File: src/backend_pkg.sv
package backend_pkg;

    typedef logic [31:0] bus32_t;
    typedef logic [4:0]  reg_addr_t;
    typedef logic [13:0] csr_addr_t;

    localparam int unsigned REG_NUM = 32;

    // operation handed from decode to execute
    typedef enum logic [3:0] {
        ALU_ADD,
        ALU_SUB,
        ALU_AND,
        ALU_OR,
        ALU_XOR,
        ALU_SLT,
        ALU_SLTU,
        ALU_LUI,
        ALU_CSRRD,
        ALU_CSRWR,
        ALU_NOP
    } alu_op_t;

    // three-register forms, inst[31:15]
    localparam logic [16:0] OP_ADD_W = 17'h00020;
    localparam logic [16:0] OP_SUB_W = 17'h00022;
    localparam logic [16:0] OP_SLT   = 17'h00024;
    localparam logic [16:0] OP_SLTU  = 17'h00025;
    localparam logic [16:0] OP_AND   = 17'h00029;
    localparam logic [16:0] OP_OR    = 17'h0002a;
    localparam logic [16:0] OP_XOR   = 17'h0002b;

    // si12 form, inst[31:22]
    localparam logic [9:0] OP_ADDI_W = 10'h00a;

    // si20 form, inst[31:25]
    localparam logic [6:0] OP_LU12I_W = 7'h0a;

    // csrrd / csrwr share this, rj picks which one
    localparam logic [7:0] OP_CSR = 8'h04;

    // scratch csr numbers
    localparam csr_addr_t CSR_SAVE0 = 14'h0030;
    localparam csr_addr_t CSR_SAVE1 = 14'h0031;
    localparam csr_addr_t CSR_SAVE2 = 14'h0032;
    localparam csr_addr_t CSR_SAVE3 = 14'h0033;

endpackage

File: src/regfile.sv
`timescale 1ns/1ps

module regfile (
    input  logic                   clk,
    input  logic                   arst_n_i,
    input  backend_pkg::reg_addr_t raddr1_i,
    input  backend_pkg::reg_addr_t raddr2_i,
    output backend_pkg::bus32_t    rdata1_o,
    output backend_pkg::bus32_t    rdata2_o,
    input  logic                   we_i,
    input  backend_pkg::reg_addr_t waddr_i,
    input  backend_pkg::bus32_t    wdata_i
);
    import backend_pkg::*;

    // r0 has no storage
    bus32_t regs [1:REG_NUM-1];

    always_ff @(posedge clk or negedge arst_n_i) begin
        if (!arst_n_i) begin
            for (int i = 1; i < REG_NUM; i++) begin
                regs[i] <= '0;
            end
        end else if (we_i && (waddr_i != '0)) begin
            regs[waddr_i] <= wdata_i;
        end
    end

    // reads see the old value during a write
    assign rdata1_o = (raddr1_i == '0) ? '0 : regs[raddr1_i];
    assign rdata2_o = (raddr2_i == '0) ? '0 : regs[raddr2_i];

endmodule

File: src/csr.sv
`timescale 1ns/1ps

module csr (
    input  logic                   clk,
    input  logic                   arst_n_i,
    input  backend_pkg::csr_addr_t raddr_i,
    output backend_pkg::bus32_t    rdata_o,
    input  logic                   we_i,
    input  backend_pkg::csr_addr_t waddr_i,
    input  backend_pkg::bus32_t    wdata_i
);
    import backend_pkg::*;

    bus32_t save0;
    bus32_t save1;
    bus32_t save2;
    bus32_t save3;

    always_ff @(posedge clk or negedge arst_n_i) begin
        if (!arst_n_i) begin
            save0 <= '0;
            save1 <= '0;
            save2 <= '0;
            save3 <= '0;
        end else if (we_i) begin
            case (waddr_i)
                CSR_SAVE0: save0 <= wdata_i;
                CSR_SAVE1: save1 <= wdata_i;
                CSR_SAVE2: save2 <= wdata_i;
                CSR_SAVE3: save3 <= wdata_i;
                default: ;
            endcase
        end
    end

    // unimplemented numbers read as zero
    always_comb begin
        case (raddr_i)
            CSR_SAVE0: rdata_o = save0;
            CSR_SAVE1: rdata_o = save1;
            CSR_SAVE2: rdata_o = save2;
            CSR_SAVE3: rdata_o = save3;
            default:   rdata_o = '0;
        endcase
    end

endmodule

File: src/decoder.sv
`timescale 1ns/1ps

module decoder (
    input  logic                   clk,
    input  logic                   arst_n_i,
    input  logic                   inst_req_i,
    input  backend_pkg::bus32_t    inst_pc_i,
    input  backend_pkg::bus32_t    inst_i,
    output logic                   inst_ack_o,
    output backend_pkg::reg_addr_t raddr1_o,
    output backend_pkg::reg_addr_t raddr2_o,
    input  backend_pkg::bus32_t    rdata1_i,
    input  backend_pkg::bus32_t    rdata2_i,
    input  logic                   fwd_valid_i,
    input  logic                   fwd_we_i,
    input  backend_pkg::reg_addr_t fwd_rd_i,
    input  backend_pkg::bus32_t    fwd_data_i,
    output logic                   id_valid_o,
    output backend_pkg::bus32_t    id_pc_o,
    output backend_pkg::alu_op_t   id_op_o,
    output backend_pkg::reg_addr_t id_rd_o,
    output backend_pkg::bus32_t    id_src1_o,
    output backend_pkg::bus32_t    id_src2_o,
    output backend_pkg::csr_addr_t id_csr_o,
    output logic                   id_we_o
);
    import backend_pkg::*;

    logic      capture;
    logic      cap_valid;
    bus32_t    cap_pc;
    bus32_t    cap_inst;
    reg_addr_t rd;
    reg_addr_t rj;
    reg_addr_t rk;
    logic      is_csr;
    logic      fwd1;
    logic      fwd2;
    bus32_t    val1;
    bus32_t    val2;
    alu_op_t   dec_op;
    bus32_t    dec_src2;
    logic      dec_we;

    // four-phase intake, ack follows req down one edge later
    assign capture = inst_req_i && !inst_ack_o;

    always_ff @(posedge clk or negedge arst_n_i) begin
        if (!arst_n_i) begin
            inst_ack_o <= 1'b0;
            cap_valid  <= 1'b0;
        end else begin
            cap_valid <= capture;
            if (capture) begin
                inst_ack_o <= 1'b1;
            end else if (!inst_req_i) begin
                inst_ack_o <= 1'b0;
            end
        end
    end

    always_ff @(posedge clk) begin
        if (capture) begin
            cap_pc   <= inst_pc_i;
            cap_inst <= inst_i;
        end
    end

    assign rd     = cap_inst[4:0];
    assign rj     = cap_inst[9:5];
    assign rk     = cap_inst[14:10];
    assign is_csr = (cap_inst[31:24] == OP_CSR);

    // csrwr takes its new value from rd
    assign raddr1_o = is_csr ? rd : rj;
    assign raddr2_o = rk;

    // previous instruction may still sit in the commit register
    assign fwd1 = fwd_valid_i && fwd_we_i && (fwd_rd_i == raddr1_o) && (raddr1_o != '0);
    assign fwd2 = fwd_valid_i && fwd_we_i && (fwd_rd_i == raddr2_o) && (raddr2_o != '0);
    assign val1 = fwd1 ? fwd_data_i : rdata1_i;
    assign val2 = fwd2 ? fwd_data_i : rdata2_i;

    always_comb begin
        dec_op   = ALU_NOP;
        dec_src2 = val2;
        if (cap_inst[31:22] == OP_ADDI_W) begin
            dec_op   = ALU_ADD;
            dec_src2 = {{20{cap_inst[21]}}, cap_inst[21:10]};
        end else if (cap_inst[31:25] == OP_LU12I_W) begin
            dec_op   = ALU_LUI;
            dec_src2 = {cap_inst[24:5], 12'b0};
        end else if (is_csr) begin
            if (rj == 5'd0) begin
                dec_op = ALU_CSRRD;
            end else if (rj == 5'd1) begin
                dec_op = ALU_CSRWR;
            end
        end else begin
            case (cap_inst[31:15])
                OP_ADD_W: dec_op = ALU_ADD;
                OP_SUB_W: dec_op = ALU_SUB;
                OP_AND:   dec_op = ALU_AND;
                OP_OR:    dec_op = ALU_OR;
                OP_XOR:   dec_op = ALU_XOR;
                OP_SLT:   dec_op = ALU_SLT;
                OP_SLTU:  dec_op = ALU_SLTU;
                default:  dec_op = ALU_NOP;
            endcase
        end
    end

    // r0 and unknown opcodes never write back
    assign dec_we = (dec_op != ALU_NOP) && (rd != '0);

    always_ff @(posedge clk or negedge arst_n_i) begin
        if (!arst_n_i) begin
            id_valid_o <= 1'b0;
            id_we_o    <= 1'b0;
        end else begin
            id_valid_o <= cap_valid;
            id_we_o    <= cap_valid && dec_we;
        end
    end

    always_ff @(posedge clk) begin
        id_pc_o   <= cap_pc;
        id_op_o   <= dec_op;
        id_rd_o   <= rd;
        id_src1_o <= val1;
        id_src2_o <= dec_src2;
        id_csr_o  <= cap_inst[23:10];
    end

endmodule

File: src/execute.sv
`timescale 1ns/1ps

module execute (
    input  logic                   clk,
    input  logic                   arst_n_i,
    input  logic                   id_valid_i,
    input  backend_pkg::bus32_t    id_pc_i,
    input  backend_pkg::alu_op_t   id_op_i,
    input  backend_pkg::reg_addr_t id_rd_i,
    input  backend_pkg::bus32_t    id_src1_i,
    input  backend_pkg::bus32_t    id_src2_i,
    input  backend_pkg::csr_addr_t id_csr_i,
    input  logic                   id_we_i,
    output backend_pkg::csr_addr_t csr_raddr_o,
    input  backend_pkg::bus32_t    csr_rdata_i,
    output logic                   commit_valid_o,
    output backend_pkg::bus32_t    commit_pc_o,
    output logic                   commit_we_o,
    output backend_pkg::reg_addr_t commit_rd_o,
    output backend_pkg::bus32_t    commit_data_o,
    output logic                   commit_csr_we_o,
    output backend_pkg::csr_addr_t commit_csr_addr_o,
    output backend_pkg::bus32_t    commit_csr_data_o
);
    import backend_pkg::*;

    bus32_t alu_res;

    // earlier csr write has already landed by now
    assign csr_raddr_o = id_csr_i;

    always_comb begin
        case (id_op_i)
            ALU_ADD:   alu_res = id_src1_i + id_src2_i;
            ALU_SUB:   alu_res = id_src1_i - id_src2_i;
            ALU_AND:   alu_res = id_src1_i & id_src2_i;
            ALU_OR:    alu_res = id_src1_i | id_src2_i;
            ALU_XOR:   alu_res = id_src1_i ^ id_src2_i;
            ALU_SLT:   alu_res = {31'b0, $signed(id_src1_i) < $signed(id_src2_i)};
            ALU_SLTU:  alu_res = {31'b0, id_src1_i < id_src2_i};
            ALU_LUI:   alu_res = id_src2_i;
            // old csr value goes back to rd
            ALU_CSRRD: alu_res = csr_rdata_i;
            ALU_CSRWR: alu_res = csr_rdata_i;
            default:   alu_res = '0;
        endcase
    end

    always_ff @(posedge clk or negedge arst_n_i) begin
        if (!arst_n_i) begin
            commit_valid_o  <= 1'b0;
            commit_we_o     <= 1'b0;
            commit_csr_we_o <= 1'b0;
        end else begin
            commit_valid_o  <= id_valid_i;
            commit_we_o     <= id_valid_i && id_we_i;
            commit_csr_we_o <= id_valid_i && (id_op_i == ALU_CSRWR);
        end
    end

    // commit record payload
    always_ff @(posedge clk) begin
        commit_pc_o       <= id_pc_i;
        commit_rd_o       <= id_rd_i;
        commit_data_o     <= alu_res;
        commit_csr_addr_o <= id_csr_i;
        commit_csr_data_o <= id_src1_i;
    end

endmodule

File: src/backend_top.sv
`timescale 1ns/1ps

module backend_top (
    input  logic                   clk,
    input  logic                   arst_n_i,
    input  logic                   inst_req_i,
    input  backend_pkg::bus32_t    inst_pc_i,
    input  backend_pkg::bus32_t    inst_i,
    output logic                   inst_ack_o,
    output logic                   commit_valid_o,
    output backend_pkg::bus32_t    commit_pc_o,
    output logic                   commit_we_o,
    output backend_pkg::reg_addr_t commit_rd_o,
    output backend_pkg::bus32_t    commit_data_o
);
    import backend_pkg::*;

    // regfile read
    reg_addr_t raddr1;
    reg_addr_t raddr2;
    bus32_t    rdata1;
    bus32_t    rdata2;

    // decode to execute
    logic      id_valid;
    bus32_t    id_pc;
    alu_op_t   id_op;
    reg_addr_t id_rd;
    bus32_t    id_src1;
    bus32_t    id_src2;
    csr_addr_t id_csr;
    logic      id_we;

    // csr side
    csr_addr_t csr_raddr;
    bus32_t    csr_rdata;
    logic      commit_csr_we;
    csr_addr_t commit_csr_addr;
    bus32_t    commit_csr_data;

    decoder u_decoder (
        .clk,
        .arst_n_i,
        .inst_req_i,
        .inst_pc_i,
        .inst_i,
        .inst_ack_o,
        .raddr1_o    (raddr1),
        .raddr2_o    (raddr2),
        .rdata1_i    (rdata1),
        .rdata2_i    (rdata2),
        .fwd_valid_i (commit_valid_o),
        .fwd_we_i    (commit_we_o),
        .fwd_rd_i    (commit_rd_o),
        .fwd_data_i  (commit_data_o),
        .id_valid_o  (id_valid),
        .id_pc_o     (id_pc),
        .id_op_o     (id_op),
        .id_rd_o     (id_rd),
        .id_src1_o   (id_src1),
        .id_src2_o   (id_src2),
        .id_csr_o    (id_csr),
        .id_we_o     (id_we)
    );

    execute u_execute (
        .clk,
        .arst_n_i,
        .id_valid_i        (id_valid),
        .id_pc_i           (id_pc),
        .id_op_i           (id_op),
        .id_rd_i           (id_rd),
        .id_src1_i         (id_src1),
        .id_src2_i         (id_src2),
        .id_csr_i          (id_csr),
        .id_we_i           (id_we),
        .csr_raddr_o       (csr_raddr),
        .csr_rdata_i       (csr_rdata),
        .commit_valid_o,
        .commit_pc_o,
        .commit_we_o,
        .commit_rd_o,
        .commit_data_o,
        .commit_csr_we_o   (commit_csr_we),
        .commit_csr_addr_o (commit_csr_addr),
        .commit_csr_data_o (commit_csr_data)
    );

    regfile u_regfile (
        .clk,
        .arst_n_i,
        .raddr1_i (raddr1),
        .raddr2_i (raddr2),
        .rdata1_o (rdata1),
        .rdata2_o (rdata2),
        .we_i     (commit_we_o),
        .waddr_i  (commit_rd_o),
        .wdata_i  (commit_data_o)
    );

    csr u_csr (
        .clk,
        .arst_n_i,
        .raddr_i (csr_raddr),
        .rdata_o (csr_rdata),
        .we_i    (commit_csr_we),
        .waddr_i (commit_csr_addr),
        .wdata_i (commit_csr_data)
    );

endmodule

File: config.mk
export PLATFORM = sky130hd
export DESIGN_NAME = backend_top
export DESIGN_NICKNAME = d
export VERILOG_FILES = /design/src/backend_pkg.sv /design/src/regfile.sv /design/src/csr.sv /design/src/decoder.sv /design/src/execute.sv /design/src/backend_top.sv
export SDC_FILE = /design/constraint.sdc
export NUM_CORES = 2
export LEC_CHECK = 0
export BUFFER_PORTS_ARGS = -buffer_cell sky130_fd_sc_hd__buf_2
export CORE_MARGIN = 2
export CORE_UTILIZATION = 55
export DETAILED_ROUTE_END_ITERATION = 7
export GPL_TIMING_DRIVEN = 0
export PLACE_DENSITY = 0.79
export SYNTH_ARGS = -nofsm -noshare
export SYNTH_HDL_FRONTEND = slang
export SYNTH_SLANG_ARGS = --single-unit
File: constraint.sdc
create_clock -name clk -period 4.6 [get_ports clk]
set_input_delay 0.92 -clock clk [delete_from_list [all_inputs] [get_ports clk]]
set_output_delay 0.92 -clock clk [all_outputs]
set_load 0.03 [all_outputs]
Yosys cells after proc, flatten, opt, wreduce, memory -nomap -nowiden
Index checks and enable logic that the tools add are counted.
{"block": "word_totals", "in_bits": 67, "ramBits": 0, "ff_bits": 1425, "romBits": 0, "word_cells": 153, "latchBits": 0, "memories": 0, "out_inout_bits": 72}
{"block": "op_classes", "reduce_logical": 26, "add_sub_neg": 2, "bitwise": 6, "mux": 26, "div_mod_pow": 0, "eq_ne": 32, "magnitude_cmp": 6, "mul": 0, "n_shift": 0}
{"operator": "992-bit bitwise mux", "count": 1}
{"operator": "32-bit two-way mux", "count": 11}
{"operator": "32-bit binary-select mux with 5-bit select", "count": 2}
{"operator": "32-bit case mux with 9 select lines", "count": 1}
{"operator": "32-bit demux with 5-bit select", "count": 1}
{"operator": "32-bit case mux with 4 select lines", "count": 1}
{"operator": "17-bit by 6-bit == test with 1-bit output (second input constant)", "count": 7}
{"operator": "14-bit by 6-bit == test with 1-bit output (second input constant)", "count": 8}
{"operator": "32-bit less-than comparator", "count": 2}
{"operator": "32-bit adder", "count": 1}
{"operator": "32-bit bitwise AND", "count": 1}
{"operator": "32-bit bitwise OR", "count": 1}
{"operator": "32-bit subtractor", "count": 1}
{"operator": "32-bit bitwise XOR", "count": 1}
{"operator": "4-bit case mux with 7 select lines", "count": 1}
{"operator": "5-bit nonzero test", "count": 4}
{"operator": "6-bit >= comparator (second input constant)", "count": 3}
{"operator": "5-bit NOT with 6-bit output", "count": 3}
{"operator": "4-bit by 3-bit == test with 1-bit output (second input constant)", "count": 4}
{"operator": "4-bit two-way mux", "count": 4}
{"operator": "5-bit logical NOT", "count": 3}
{"operator": "1-bit logical AND", "count": 12}
{"operator": "10-bit by 4-bit == test with 1-bit output (second input constant)", "count": 1}
{"operator": "5-bit == test", "count": 2}
{"operator": "16 further kinds", "count": 22}

Depth between registers and ports, before layout
{"block": "depth", "depth_word": 9, "mapped_depth": 13, "depth_no_buf": 12}

By module
From an unflattened synthesis, not the netlist that was laid out.
{"block": "hier_totals", "hier_cells": 5482, "hier_area_um2": 73260.3}
{"module": "regfile", "n_inst": 1, "cells_per_inst": 3776, "area_per_inst_um2": 53585.1, "seq_area_each_um2": 24823.8}
{"module": "execute", "n_inst": 1, "cells_per_inst": 937, "area_per_inst_um2": 7752.4, "seq_area_each_um2": 2377.3}
{"module": "decoder", "n_inst": 1, "cells_per_inst": 412, "area_per_inst_um2": 6032.0, "seq_area_each_um2": 4404.2}
{"module": "csr", "n_inst": 1, "cells_per_inst": 357, "area_per_inst_um2": 5890.6, "seq_area_each_um2": 3203.1}

Least setup slack after synthesis
OpenSTA, ideal clock, no wires.
{"block": "synth_path", "kind": "input -> register", "startpoint": "input port inst_req_i", "endpoint": "register u_decoder.cap_inst[0], enable pin", "n_path_buf": 0, "arrival_time_ns": 3.760, "path_stages": 1, "setup_time_ns": 0.494, "required_ns": 4.106, "setup_slack_ns": 0.347, "path_cell_list": "nor2b_1"}
{"block": "synth_via", "elab_chain_len": 1}
{"element": "from (decl)", "line_no": "backend_top.sv:6", "text": "input logic inst_req_i,"}
{"element": "1-bit logical AND", "line_no": "decoder.sv:46", "text": "assign capture = inst_req_i && !inst_ack_o;"}
{"element": "to (signal assigned)", "line_no": "decoder.sv:65", "text": "cap_inst <= inst_i;"}
{"element": "to (decl)", "line_no": "decoder.sv:32", "text": "bus32_t cap_inst;"}
Every way passes these cells.
A chain may end at the register's enable or synchronous reset.

Worst setup path after layout
{"block": "layout_path", "startpoint": "register u_decoder.cap_inst[11]", "endpoint": "register u_decoder.id_src2_o[7]"}
{"block": "layout_via", "elab_chain_len": 8, "word_cells_on_any_way": 13, "classes_between": "eq/ne (1); mux (7); bitwise (1); reduce/logical (4)"}
{"element": "5-bit NOT with 6-bit output (implied by the code)", "line_no": "regfile.sv:31", "text": "assign rdata2_o = (raddr2_i == '0) ? '0 : regs[raddr2_i];"}
{"element": "32-bit binary-select mux with 5-bit select", "line_no": "regfile.sv:31"}
{"element": "32-bit two-way mux (implied by the code) (2 in series)", "line_no": "regfile.sv:31"}
{"element": "32-bit two-way mux", "line_no": "regfile.sv:31"}
{"element": "32-bit two-way mux (*)", "line_no": "decoder.sv:82", "text": "assign val2 = fwd2 ? fwd_data_i : rdata2_i;"}
{"element": "32-bit two-way mux (*)", "line_no": "decoder.sv:90", "text": "end else if (cap_inst[31:25] == OP_LU12I_W) begin"}
{"element": "32-bit two-way mux (*)", "line_no": "decoder.sv:87", "text": "if (cap_inst[31:22] == OP_ADDI_W) begin"}
{"element": "named net u_decoder.dec_src2[7]", "line_no": "decoder.sv:42", "text": "bus32_t dec_src2;"}
{"element": "to (signal assigned)", "line_no": "decoder.sv:131", "text": "id_src2_o <= dec_src2;"}
{"element": "to (decl)", "line_no": "decoder.sv:23", "text": "output backend_pkg::bus32_t id_src2_o,"}
Mark *: on every way through the listed nets, which the timed path passes. The rest lies on a longest branch. The select of a mux whose other input is x is not followed.

==> reports/metrics.yaml <==
yosysMostFrequentCell: "mux2_2"
async_flop_share: 0.7909
dp_hpwl_um: 217000
crit_type: "reg2reg"
cp-startpoint: "u_decoder.cap_inst[11]"
ys_seq_elements: 1425
timing.critical_path.from_type: "register"
port_buffers: 138
core_area_mm2: 0.1311
pwr_density_cell_mw_per_mm2: 345.0
fin_nets: 6796
io_pins: 139
reg2reg_depth: 10
clkLatencyLatePin_ns: 0.83
yosysTopAreaCellShare: 0.3889
routedWlPerCell_um: 35.30
rsz0062_at_grt: "no"
setup_viol: 13
start_util: 0.5530
cts_tree: "built"
clk_path_buf_depth: 3
hold_viol_final: 0
first_iter_violations: 9943
worst_slew_pin_slew_ns: 1.486
largest_reg_flops: 992
drv_cap: 1
die_w_um: 367.1
fin_skew_ns: 0.04278
synthTopCellsByArea: "dfrtp_1, mux2_2, mux4_2"
drtPass1Iterations: 7
overflow: 0
syn_area_mm2: 0.07251
cts.sink_count: 1425
antenna_found_initial: 32
drive_gt1_frac: 0.2967
tns_ns: -0.8056
synth-edff-count: 64
wl_um: 301100
crit_arrival_ns: 5.40
violations: "capacitance limit, setup timing"
clk_pin_slew_ns: 0.06
cts.root.buffer_cell: "clkbuf_16"
syn_inst: 6326
synth_nets: 6491
ys_dominant_reg_cell: "dfrtp_1"
ir_worst_vdd_uv: 319.1
regMostFlops: "u_regfile.regs"
die_y_um: 367.1
grt_use_total: 0.4403
maxSlewViolCount: 0
postCtsHoldBufs: 0
crit_path_end_kind: "register"
yosysSeqAreaShare: 0.4800
finalWeightedCongestion: 1.041
synth_common_cells: "mux2_2, dfrtp_1, nand2_1"
avgSynthCellArea_um2: 11.46
status: "finished with violations"
syn_to_final_growth_pct: 12.38
grt_max_degree: 173
drc_errors: 0
critPathRequiredTime_ns: 5.22
htree_levels: 4
worstPathMaxFanout: 10
synthDistinctLibCells: 82
grt_pass1_vias: 59910
vias_per_cell: 7.082
pre_cts_slack_ns: -1.491
dieArea_mm2: 0.1348
rows: 133
vias: 60420
r2r_start: "u_decoder.cap_inst[11]"
period_share: 1.038
finalCriticalPeriod_ns: 4.777
fin_ws_ns: -0.1769
leakagePower_nw: 36.10
holdWs_ns: 0.06669
placed_area_mm2: 0.07568
ys_warn_count: 0
fmax_mhz: 209.3
hold_class: "in2async"
final_area_mm2: 0.08149
cts_inserted_buffers: 155
slew_headroom: 0.009027
grt_pass1_wl_um: 423700
synth.largest_area_cell: "dfrtp_1"
postRouteAntennaNets: 0
## stage by stage
| step | instances | power [mW] | util |
|---|---|---|---|
| floorplan | 6326 | 13.84 | - |
| global placement | 8219 | 14.79 | 0.5750 |
| detailed placement | 8229 | 14.82 | 0.5772 |
| CTS | 8514 | 27.94 | 0.6199 |
| global route | 8520 | 28.63 | 0.6212 |
| finish | 8531 | 28.11 | 0.6214 |
## placed cells by master, fill, tap and decap left out, types with 13 or more instances in the layout
cell / instances
a311oi_1: 66
clkbuf_16: 156
diode_2: 15
inv_1: 100
clkinv_2: 35
o22ai_1: 13
a31oi_1: 38
nand2_1: 1001
bufinv_16: 17
nor2_1: 148
mux4_2: 292
a22o_1: 49
nand4_1: 15
clkbuf_1: 381
nor3_1: 33
mux2i_1: 58
buf_2: 191
o21ai_0: 112
edfxtp_1: 64
clkbuf_8: 29
a22oi_1: 79
dfrtp_1: 1127
nor2b_1: 15
o21bai_1: 19
ha_1: 96
a211oi_1: 48
o31ai_1: 23
a21oi_1: 290
clkbuf_2: 73
buf_1: 80
xnor2_1: 30
a32oi_1: 63
mux2_1: 22
nand3_1: 336
mux2_2: 1134
dfxtp_1: 234
and3_1: 38
o211ai_1: 24
or3_1: 14
## path summary, 6_finish.rpt
path / endpoint / slack [ns]
setup / recovery: u_decoder.id_src2_o[7] / -0.18
hold / removal: u_csr.save3[24] / 0.07
setup reg to reg: u_decoder.id_src2_o[7] / -0.18
hold reg to reg: u_execute.commit_pc_o[8] / 0.32
max in group asynchronous: u_regfile.regs[550] / 1.90
min in group clk: u_decoder.cap_inst[1] / 0.26
## area by class of cell
class	count	area, um^2
fill	10390	49640
multi-input combinational	4227	35280
sequential	1425	34810
clock buffer	210	4397
buffer	572	2359
tap	1755	2196
clock inverter	77	1055
timing repair buffer	150	984.7
inverter	100	375.4
antenna	15	37.54
## cells by family after synthesis
| kind of cell | count (synthesis) | share of synthesized area |
|---|---|---|
| AOI/OAI and AO/OA | 928 | 0.08593 |
| DFF | 1425 | 0.4800 |
| buffers and inverters | 674 | 0.03599 |
| and+or+nand+nor | 1660 | 0.09827 |
| adders and majority gates | 98 | 0.01712 |
| xor gates and xnor gates | 32 | 0.003865 |
| muxes | 1509 | 0.2788 |
## power breakdown
group,total (mW),switching [mW],internal (mW)
Sequential,12.8,0.139,12.7
Combinational,1.88,1.44,0.435
Clock,13.4,5.64,7.75
Total,28.1,7.22,20.9
## metal layers
metal	part of all wire	vias up	wire length, um	global-route usage
li1	-	23690	-	-
met1	0.35	30070	105000	0.5255
met2	0.43	5114	128200	0.6380
met3	0.14	1511	43630	0.1976
met4	0.079	38	23910	0.2991
met5	0.0014	-	424	0.008191
## timing repair
item | 4_1_cts | 5_1_grt
pin swaps | 0 | 1
hold endpoints to repair | 0 | 0
buffers inserted | 0 | 1
gates cloned | 0 | 0
setup endpoints to repair | 61 | 48
gates resized for setup | 72 | 72
## worst max-delay path: stages, from the launching register on
cell,delay [ns]
edfxtp_1,0.47
buf_2,0.43
buf_2,0.42
buf_2,0.67
clkbuf_4,0.54
mux4_2,0.45
mux4_2,0.59
a22oi_1,0.30
nor2_1,0.09
a21oi_1,0.31
o22ai_1,0.27
No activity file was read; power rests on OpenSTA's default activity.
